File: src/hdl/bh_ctrl_settings.svh
`ifndef BH_CTRL_SETTINGS_SVH
`define BH_CTRL_SETTINGS_SVH

// host command word and readback word
`define CMD_W 32
// trigger strobe vector
`define TRIG_W 32
// epoch, timestep and input-size fields
`define EPOCH_W 16
// cut list entry widths
`define L1_CUT_W 17
`define L2_CUT_W 16
`define CUT_DEPTH 15
`define CUT_IDX_W 4
`define LED_W 8
// cycles per blink half-period, board value is 50400000
`define BLINK_HALF_PERIOD 8

`endif

File: src/hdl/bh_ctrl_pkg.sv
package bh_ctrl_pkg;

    `include "bh_ctrl_settings.svh"

    // host fsm states, codes are shown on the LEDs and the state word
    typedef enum logic [3:0] {
        ST_IDLE                 = 4'd0,
        ST_WORKLOAD_CONFIG      = 4'd1,
        ST_CONFIG_DONE          = 4'd2,
        ST_DRAMFILL_WEIGHT      = 4'd3,
        ST_DRAMFILL_WEIGHT_DONE = 4'd4,
        ST_DRAMFILL_INFERENCE   = 4'd5,
        ST_DRAMFILL_TRAINING    = 4'd6,
        ST_ASIC_CONFIG          = 4'd7,
        ST_ASIC_CONFIG_DONE     = 4'd8,
        ST_ASIC_INFERENCE       = 4'd9,
        ST_ASIC_TRAINING        = 4'd10
    } host_state_e;

    // command values qualified by trigger bit 0
    typedef enum logic [`CMD_W-1:0] {
        CMD_ENTER_CONFIG = 32'd1,
        CMD_CONFIG_DONE  = 32'd2,
        CMD_WEIGHT_FILL  = 32'd3,
        CMD_ASIC_CONFIG  = 32'd7
    } host_cmd_e;

    // trigger bit that loads a field, also its readback select
    typedef enum logic [3:0] {
        FLD_ASIC_MODE   = 4'd1,
        FLD_TRAIN_EPOCH = 4'd2,
        FLD_INFER_EPOCH = 4'd3,
        FLD_DATASET     = 4'd4,
        FLD_TIMESTEPS   = 4'd5,
        FLD_INPUT_SIZE  = 4'd6,
        FLD_LONG_STREAM = 4'd7,
        FLD_BINARY_CLS  = 4'd8,
        FLD_LOSER_ENC   = 4'd9,
        FLD_L1_CUT      = 4'd10,
        FLD_L2_CUT      = 4'd11
    } cfg_field_e;

endpackage

File: src/hdl/bh_ctrl_top.sv
`timescale 1ns/1ps

`include "bh_ctrl_settings.svh"

module bh_ctrl_top
    import bh_ctrl_pkg::*;
(
    input  logic               okClk,
    input  logic               reset_n,
    input  logic [`CMD_W-1:0]  cmd_word,
    input  logic [`TRIG_W-1:0] trig,
    output logic [`CMD_W-1:0]  readback,
    output logic [`CMD_W-1:0]  state_word,
    output logic [`LED_W-1:0]  led
);

    host_state_e                     state;
    logic [1:0]                      asic_mode;
    logic [`EPOCH_W-1:0]             training_epochs;
    logic [`EPOCH_W-1:0]             inference_epochs;
    logic [1:0]                      dataset;
    logic [`EPOCH_W-1:0]             timesteps;
    logic [`EPOCH_W-1:0]             input_size;
    logic                            long_stream;
    logic                            binary_cls;
    logic                            loser_enc;
    logic [`CUT_DEPTH*`L1_CUT_W-1:0] l1_cut_list;
    logic [`CUT_DEPTH*`L2_CUT_W-1:0] l2_cut_list;
    logic [`CUT_IDX_W-1:0]           cut_last;

    // host sees the raw state code
    assign state_word = `CMD_W'(state);

    host_cmd_fsm u_fsm (
        .okClk    (okClk),
        .reset_n  (reset_n),
        .cmd_word (cmd_word),
        .trig     (trig),
        .state    (state)
    );

    workload_config_regs u_cfg (
        .okClk            (okClk),
        .reset_n          (reset_n),
        .cmd_word         (cmd_word),
        .trig             (trig),
        .state            (state),
        .asic_mode        (asic_mode),
        .training_epochs  (training_epochs),
        .inference_epochs (inference_epochs),
        .dataset          (dataset),
        .timesteps        (timesteps),
        .input_size       (input_size),
        .long_stream      (long_stream),
        .binary_cls       (binary_cls),
        .loser_enc        (loser_enc),
        .l1_cut_list      (l1_cut_list),
        .l2_cut_list      (l2_cut_list),
        .cut_last         (cut_last)
    );

    status_readback u_rb (
        .okClk            (okClk),
        .reset_n          (reset_n),
        .state            (state),
        .cmd_word         (cmd_word),
        .asic_mode        (asic_mode),
        .training_epochs  (training_epochs),
        .inference_epochs (inference_epochs),
        .dataset          (dataset),
        .timesteps        (timesteps),
        .input_size       (input_size),
        .long_stream      (long_stream),
        .binary_cls       (binary_cls),
        .loser_enc        (loser_enc),
        .l1_cut_list      (l1_cut_list),
        .l2_cut_list      (l2_cut_list),
        .cut_last         (cut_last),
        .readback         (readback),
        .led              (led)
    );

endmodule

File: src/hdl/host_cmd_fsm.sv
`timescale 1ns/1ps

`include "bh_ctrl_settings.svh"

module host_cmd_fsm
    import bh_ctrl_pkg::*;
(
    input  logic               okClk,
    input  logic               reset_n,
    input  logic [`CMD_W-1:0]  cmd_word,
    input  logic [`TRIG_W-1:0] trig,
    output host_state_e        state
);

    host_state_e state_next;

    // bit 0 is the state step strobe, cmd_word says where to go
    always_comb begin
        state_next = state;
        if (trig[0]) begin
            case (state)
                ST_IDLE: begin
                    if (cmd_word == CMD_ENTER_CONFIG) begin
                        state_next = ST_WORKLOAD_CONFIG;
                    end
                end
                ST_WORKLOAD_CONFIG: begin
                    if (cmd_word == CMD_CONFIG_DONE) begin
                        state_next = ST_CONFIG_DONE;
                    end
                end
                ST_CONFIG_DONE: begin
                    // two branches out of config done
                    if (cmd_word == CMD_WEIGHT_FILL) begin
                        state_next = ST_DRAMFILL_WEIGHT;
                    end else if (cmd_word == CMD_ASIC_CONFIG) begin
                        state_next = ST_ASIC_CONFIG;
                    end
                end
                // later states have no exits yet
                default: begin
                    state_next = state;
                end
            endcase
        end
    end

    always_ff @(posedge okClk) begin
        if (!reset_n) begin
            state <= ST_IDLE;
        end else begin
            state <= state_next;
        end
    end

endmodule

File: src/hdl/status_readback.sv
`timescale 1ns/1ps

`include "bh_ctrl_settings.svh"

module status_readback
    import bh_ctrl_pkg::*;
(
    input  logic                               okClk,
    input  logic                               reset_n,
    input  host_state_e                        state,
    input  logic [`CMD_W-1:0]                  cmd_word,
    input  logic [1:0]                         asic_mode,
    input  logic [`EPOCH_W-1:0]                training_epochs,
    input  logic [`EPOCH_W-1:0]                inference_epochs,
    input  logic [1:0]                         dataset,
    input  logic [`EPOCH_W-1:0]                timesteps,
    input  logic [`EPOCH_W-1:0]                input_size,
    input  logic                               long_stream,
    input  logic                               binary_cls,
    input  logic                               loser_enc,
    input  logic [`CUT_DEPTH*`L1_CUT_W-1:0]    l1_cut_list,
    input  logic [`CUT_DEPTH*`L2_CUT_W-1:0]    l2_cut_list,
    input  logic [`CUT_IDX_W-1:0]              cut_last,
    output logic [`CMD_W-1:0]                  readback,
    output logic [`LED_W-1:0]                  led
);

    localparam int BLINK_CNT_W = $clog2(`BLINK_HALF_PERIOD + 1);
    localparam int NIB_W       = `LED_W / 2;

    logic [BLINK_CNT_W-1:0] blink_cnt;
    logic                   blink;
    logic [`L1_CUT_W-1:0]   l1_entry;
    logic [`L2_CUT_W-1:0]   l2_entry;
    logic [`LED_W-1:0]      led_pattern;
    logic                   cfg_state;

    // blink level, low out of reset
    always_ff @(posedge okClk) begin
        if (!reset_n) begin
            blink_cnt <= '0;
            blink     <= 1'b0;
        end else if (blink_cnt == BLINK_CNT_W'(`BLINK_HALF_PERIOD - 1)) begin
            blink_cnt <= '0;
            blink     <= ~blink;
        end else begin
            blink_cnt <= blink_cnt + 1'b1;
        end
    end

    // last written cut entries
    assign l1_entry  = l1_cut_list[cut_last*`L1_CUT_W +: `L1_CUT_W];
    assign l2_entry  = l2_cut_list[cut_last*`L2_CUT_W +: `L2_CUT_W];
    assign cfg_state = (state == ST_WORKLOAD_CONFIG) || (state == ST_CONFIG_DONE);

    // readback select and LED pattern, 1 means lit here
    always_comb begin
        readback    = '0;
        led_pattern = `LED_W'(state) & {`LED_W{blink}};
        if (state == ST_IDLE) begin
            led_pattern = {`LED_W{blink}};
        end else if (cfg_state && cmd_word != '0) begin
            if (cmd_word <= `CMD_W'(FLD_L2_CUT)) begin
                case (cfg_field_e'(cmd_word[3:0]))
                    FLD_ASIC_MODE:   readback = `CMD_W'(asic_mode);
                    FLD_TRAIN_EPOCH: readback = `CMD_W'(training_epochs);
                    FLD_INFER_EPOCH: readback = `CMD_W'(inference_epochs);
                    FLD_DATASET:     readback = `CMD_W'(dataset);
                    FLD_TIMESTEPS:   readback = `CMD_W'(timesteps);
                    FLD_INPUT_SIZE:  readback = `CMD_W'(input_size);
                    FLD_LONG_STREAM: readback = `CMD_W'(long_stream);
                    FLD_BINARY_CLS:  readback = `CMD_W'(binary_cls);
                    FLD_LOSER_ENC:   readback = `CMD_W'(loser_enc);
                    // cut entries are signed
                    FLD_L1_CUT: begin
                        readback = {{(`CMD_W-`L1_CUT_W){l1_entry[`L1_CUT_W-1]}}, l1_entry};
                    end
                    FLD_L2_CUT: begin
                        readback = {{(`CMD_W-`L2_CUT_W){l2_entry[`L2_CUT_W-1]}}, l2_entry};
                    end
                    default:         readback = '0;
                endcase
                led_pattern = readback[`LED_W-1:0];
            end else begin
                // bad select, nibbles blink in opposite phase
                led_pattern = {{NIB_W{blink}}, {NIB_W{~blink}}};
                readback    = `CMD_W'(led_pattern);
            end
        end
    end

    // active low drive, everything lit while in reset
    assign led = reset_n ? ~led_pattern : '0;

endmodule

File: src/hdl/workload_config_regs.sv
`timescale 1ns/1ps

`include "bh_ctrl_settings.svh"

module workload_config_regs
    import bh_ctrl_pkg::*;
(
    input  logic                               okClk,
    input  logic                               reset_n,
    input  logic [`CMD_W-1:0]                  cmd_word,
    input  logic [`TRIG_W-1:0]                 trig,
    input  host_state_e                        state,
    output logic [1:0]                         asic_mode,
    output logic [`EPOCH_W-1:0]                training_epochs,
    output logic [`EPOCH_W-1:0]                inference_epochs,
    output logic [1:0]                         dataset,
    output logic [`EPOCH_W-1:0]                timesteps,
    output logic [`EPOCH_W-1:0]                input_size,
    output logic                               long_stream,
    output logic                               binary_cls,
    output logic                               loser_enc,
    output logic [`CUT_DEPTH*`L1_CUT_W-1:0]    l1_cut_list,
    output logic [`CUT_DEPTH*`L2_CUT_W-1:0]    l2_cut_list,
    output logic [`CUT_IDX_W-1:0]              cut_last
);

    // shared write pointer for both cut lists
    logic [`CUT_IDX_W-1:0] cut_idx;
    logic [`CUT_IDX_W-1:0] cut_idx_next;
    logic                  cut_wr;

    // either list write moves the pointer, only once if both fire
    assign cut_wr = trig[FLD_L1_CUT] | trig[FLD_L2_CUT];

    // wrap at the last entry
    assign cut_idx_next = (cut_idx == `CUT_IDX_W'(`CUT_DEPTH - 1)) ? '0 : cut_idx + 1'b1;

    always_ff @(posedge okClk) begin
        if (!reset_n) begin
            asic_mode        <= '0;
            training_epochs  <= '0;
            inference_epochs <= '0;
            dataset          <= '0;
            timesteps        <= '0;
            input_size       <= '0;
            long_stream      <= 1'b0;
            binary_cls       <= 1'b0;
            loser_enc        <= 1'b0;
            l1_cut_list      <= '0;
            l2_cut_list      <= '0;
            cut_idx          <= '0;
            cut_last         <= '0;
        end else if (state == ST_WORKLOAD_CONFIG) begin
            // each strobe loads its own field, several may fire at once
            if (trig[FLD_ASIC_MODE]) begin
                asic_mode <= cmd_word[1:0];
            end
            if (trig[FLD_TRAIN_EPOCH]) begin
                training_epochs <= cmd_word[`EPOCH_W-1:0];
            end
            if (trig[FLD_INFER_EPOCH]) begin
                inference_epochs <= cmd_word[`EPOCH_W-1:0];
            end
            if (trig[FLD_DATASET]) begin
                dataset <= cmd_word[1:0];
            end
            if (trig[FLD_TIMESTEPS]) begin
                timesteps <= cmd_word[`EPOCH_W-1:0];
            end
            if (trig[FLD_INPUT_SIZE]) begin
                input_size <= cmd_word[`EPOCH_W-1:0];
            end
            // single-bit mode flags
            if (trig[FLD_LONG_STREAM]) begin
                long_stream <= cmd_word[0];
            end
            if (trig[FLD_BINARY_CLS]) begin
                binary_cls <= cmd_word[0];
            end
            if (trig[FLD_LOSER_ENC]) begin
                loser_enc <= cmd_word[0];
            end
            // cut entries go to the current pointer
            if (trig[FLD_L1_CUT]) begin
                l1_cut_list[cut_idx*`L1_CUT_W +: `L1_CUT_W] <= cmd_word[`L1_CUT_W-1:0];
            end
            if (trig[FLD_L2_CUT]) begin
                l2_cut_list[cut_idx*`L2_CUT_W +: `L2_CUT_W] <= cmd_word[`L2_CUT_W-1:0];
            end
            if (cut_wr) begin
                cut_idx  <= cut_idx_next;
                // remembered for readback
                cut_last <= cut_idx;
            end
        end
    end

endmodule

File: config.mk
export PLATFORM = sky130hd
export DESIGN_NAME = bh_ctrl_top
export DESIGN_NICKNAME = d
export VERILOG_FILES = /design/src/hdl/bh_ctrl_pkg.sv /design/src/hdl/bh_ctrl_top.sv /design/src/hdl/host_cmd_fsm.sv /design/src/hdl/status_readback.sv /design/src/hdl/workload_config_regs.sv
export VERILOG_INCLUDE_DIRS = /design/src /design/src/hdl
export SDC_FILE = /design/constraint.sdc
export NUM_CORES = 1
export LEC_CHECK = 0
export ABC_AREA = 1
export BUFFER_PORTS_ARGS = -buffer_cell sky130_fd_sc_hd__buf_2
export CORE_MARGIN = 4
export CORE_UTILIZATION = 60
export CTS_CLUSTER_DIAMETER = 60
export DETAILED_ROUTE_END_ITERATION = 10
export PLACE_DENSITY = 0.85
export SYNTH_ARGS = -nofsm -noshare
export SYNTH_HDL_FRONTEND = slang
export SYNTH_SLANG_ARGS = --single-unit
File: constraint.sdc
create_clock -name okClk -period 3.8 [get_ports okClk]
set_input_delay 0.19 -clock okClk [delete_from_list [all_inputs] [get_ports okClk]]
set_output_delay 0.19 -clock okClk [all_outputs]
set_load 0.02 [all_outputs]
==> reports/metrics.csv <==
stage;metric;value;unit
outcome;status;finished clean;
place;dp.final_hpwl;56100;um
timing;rsz0062_at_grt;false;
min_path;hold_path_class;input port to flop;
clock_tree;clock_latency;0.63;ns
cells_and_area;regArea;11700;um^2
min_path;hp-start;cmd_word[5];
detailed_routing;routed_wl;88300;um
pwr;p_leak;11.4;nW
place;gp_congestion;0.993;
global_route;grt_usage;0.358;
yosys;ys_seq_elements;582;
pwr;p_clk_frac;0.385;
yosys;ys_types;45;
clock_tree;ctsLongestPathBuffers;3;
detailed_routing;wl_per_cell;20.7;um
floorplan;dieWidth;218;um
floorplan;initial_core_util;0.612;
critical_path;r2r_end;u_cfg.l2_cut_list[218];
yosys;syn_area;26500;um^2
cells_and_area;nNetsFinal;3707;
floorplan;dieArea;47700;um^2
cells_and_area;layout-drive-gt1-share;0.0927;
detailed_routing;ant_nets;0;
cells_and_area;final_cell_mix;579 x dfxtp_1, 570 x o21ai_0, 568 x a21oi_1;
clock_tree;cts_buffers;58;
clock_tree;cts-root-buf;clkbuf_16;
clock_tree;clkSinkCount;582;
pwr;p_int;0.0107;W
detailed_routing;vias;26500;
yosys;ys_warn_count;0;
pwr;power;0.0155;W
cells_and_area;multiInputGateArea;12200;um^2
yosys;post_synth.cell_area_avg;7.17;um^2
detailed_routing;drt_iter0_drc;4026;
timing;setup_viol;0;
timing;max_freq;270;MHz
timing;post-route-min-period;3.70;ns
floorplan;ioPinCount;138;
global_route;grt_overflow_total;0;
detailed_routing;via_per_inst;6.22;
clock_tree;htreeDepth;2;
pwr;powerDensity;534;nW/um^2
detailed_routing;remaining_drc_errors;0;
global_route;antenna_found_initial;1;
critical_path;worstSetupPathType;flop to output pin;
global_route;grt_max_degree;139;
floorplan;die_h;218;um
timing;drv_slew;0;
clock_tree;clk_pin_slew;0.06;ns
critical_path;reg2reg_depth;10;
pwr;p_sw;0.00485;W
critical_path;reg2reg_from;u_cfg.cut_idx[0];
place;io_buffer_count;88;
min_path;hold_depth;3;
global_route;grt_pass1_wl;136000;um
critical_path;r2r_setup_slack;0.33;ns
yosys;synth_flop_cell;dfxtp_1;
timing;tightest_slew;1.08;ns
yosys;seq_area_frac_synth;0.439;
yosys;syn-instance-count;3700;
flow_run;cap_viol_max_count;0;
yosys;async_flop_share;0;
timing;finClkSkew;0.0205;ns
detailed_routing;dr.pass1.iters;6;
critical_path;required;3.61;ns
pwr;vdd_drop_max;0.000376;V
critical_path;cp-start-kind;flop;
cells_and_area;syn_to_final_growth;9.43;%
critical_path;arrival;3.51;ns
clock_tree;cts_resized;0;
yosys;synth_edf_count;0;
timing;finalHoldViolCount;0;
pwr;sequentialPowerShare;0.413;
timing;relSlewSlack;0.282;
critical_path;cp_max_fo;59;
critical_path;crit_path_end_kind;output pin;
min_path;holdPathEnd;u_cfg.training_epochs[5];
timing;min_period_over_period;0.974;
cells_and_area;fillers;3664;
floorplan;rows;76;
pwr;combPwrFrac;0.202;
floorplan;core_area;43400;um^2
timing;setup_tns;0;ns
pwr;power_switching_share;0.313;
global_route;grt_pass1_vias;24200;
cells_and_area;final_common_cell;dfxtp_1;
clock_tree;cts_tree;built;
==> metal layers <==
metal	global-route usage	vias up	wire length [um]
li1	-	12300	-
met5	0	-	0
met1	0.473	12100	33100
met2	0.534	1798	37200
met3	0.0886	397	11900
met4	0.210	0	6080
==> sequential cells by signal (all words and copies together) (netlist names) <==
name and count:
u_cfg.asic_mode 2, u_cfg.l1_cut_list 255, u_cfg.cut_idx 4, u_cfg.inference_epochs 16, u_rb.blink 1, u_cfg.cut_last 4
u_cfg.training_epochs 16, u_cfg.long_stream 1, u_fsm.state 3, u_cfg.loser_enc 1, u_cfg.timesteps 16, u_cfg.l2_cut_list 240
u_cfg.dataset 2, u_cfg.input_size 16, u_rb.blink_cnt 4, u_cfg.binary_cls 1
==> through the flow <==
stage               setup slack (ns)  hold WS, ns  cell area [um^2]   util  instances
finish                        0.0975       0.0236             29000  0.670       4264
global route                  0.0175       0.0240             29000  0.670       4263
CTS                            0.222      0.00141             29000  0.670       4263
detailed placement             0.496        0.438             26900  0.620       4143
global placement               0.617        0.434             26900  0.620       4143
floorplan                      0.565        0.358             26600      -       3728
==> worst max-delay path, stage by stage (launching register included) <==
cell,delay (ns)
dfxtp_2,0.54
buf_4,0.71
o21ai_0,0.20
o22ai_1,0.19
o21ai_0,0.12
nand2_1,0.18
nand3_1,0.29
a21boi_1,0.22
buf_4,0.21
buf_2,0.19
==> worst max-delay path by stage <==
stage	start	slack [ns]	cells after the start	to
3_3_place_gp	u_cfg.cut_idx[0]	0.62	10	u_cfg.l2_cut_list[211]
4_1_cts	u_cfg.cut_last[1]	0.22	9	readback[20]
6_report	u_cfg.cut_last[1]	0.1	9	readback[20]
3_5_place_dp	u_cfg.cut_idx[0]	0.50	10	u_cfg.l2_cut_list[218]
5_1_grt	u_cfg.cut_last[1]	0.02	9	readback[26]
2_1_floorplan	u_cfg.cut_last[0]	0.56	12	readback[17]
==> final cells by class <==
cell class | count | share of cell area
multi-input cells | 2485 | 0.420
flip-flops and latches | 582 | 0.401
clock buffers | 93 | 0.0629
inverters | 332 | 0.0432
repair buffers | 175 | 0.0415
well taps | 585 | 0.0252
clock inverters | 11 | 0.00556
diodes | 1 | 0.0000862
==> power by group through the flow <==
stage / Clock (W) / Combinational [W] / Sequential (W)
final: 0.00597 / 0.00313 / 0.00640
after global routing: 0.00621 / 0.00333 / 0.00642
after CTS: 0.00596 / 0.00299 / 0.00640
after detailed placement: 0 / 0.00296 / 0.00653
after global placement: 0 / 0.00292 / 0.00652
after floorplan: 0 / 0.00208 / 0.00649
==> synth_stat cells, types with 2 or more instances <==
library cell / number / area, um^2
clkinv_1: 2 / 7.51
a211oi_1: 44 / 330
buf_1: 24 / 90.1
nor3_1: 29 / 145
inv_1: 306 / 1150
or2_2: 5 / 31.3
buf_4: 53 / 398
nand3_2: 3 / 30.0
and2_1: 3 / 18.8
nor2_2: 10 / 62.6
o211ai_1: 62 / 465
nor3_2: 2 / 20.0
dfxtp_1: 582 / 11700
nand3_1: 250 / 1250
nand4_1: 8 / 50.1
ha_1: 7 / 87.6
o21ai_1: 18 / 90.1
nand2_2: 10 / 62.6
nor4_1: 2 / 12.5
inv_2: 23 / 86.3
nor2_4: 8 / 90.1
o22ai_1: 32 / 200
buf_2: 87 / 435
a21oi_1: 568 / 2840
a21oi_2: 13 / 114
o2111ai_1: 7 / 61.3
nor2_1: 385 / 1450
buf_6: 3 / 33.8
o21ai_0: 570 / 2850
a221oi_1: 6 / 52.6
o221ai_1: 24 / 210
nand2_1: 381 / 1430
clkbuf_1: 161 / 604
==> logic make-up after synthesis <==
family          synth area share
compound gates             0.273
xor+xnor                0.000330
fa+ha+maj                0.00330
buf+inv                    0.106
flops                      0.439
other cells             0.000141
simple gates               0.178
==> timing repair <==
action | 4_1_cts | 5_1_grt
buffers inserted | 0 | 0
endpoints found under the hold margin | 26 | 0
hold buffers | 16 | 0
endpoints found under the setup margin | 0 | 0
(Power assumes the default switching activity.)
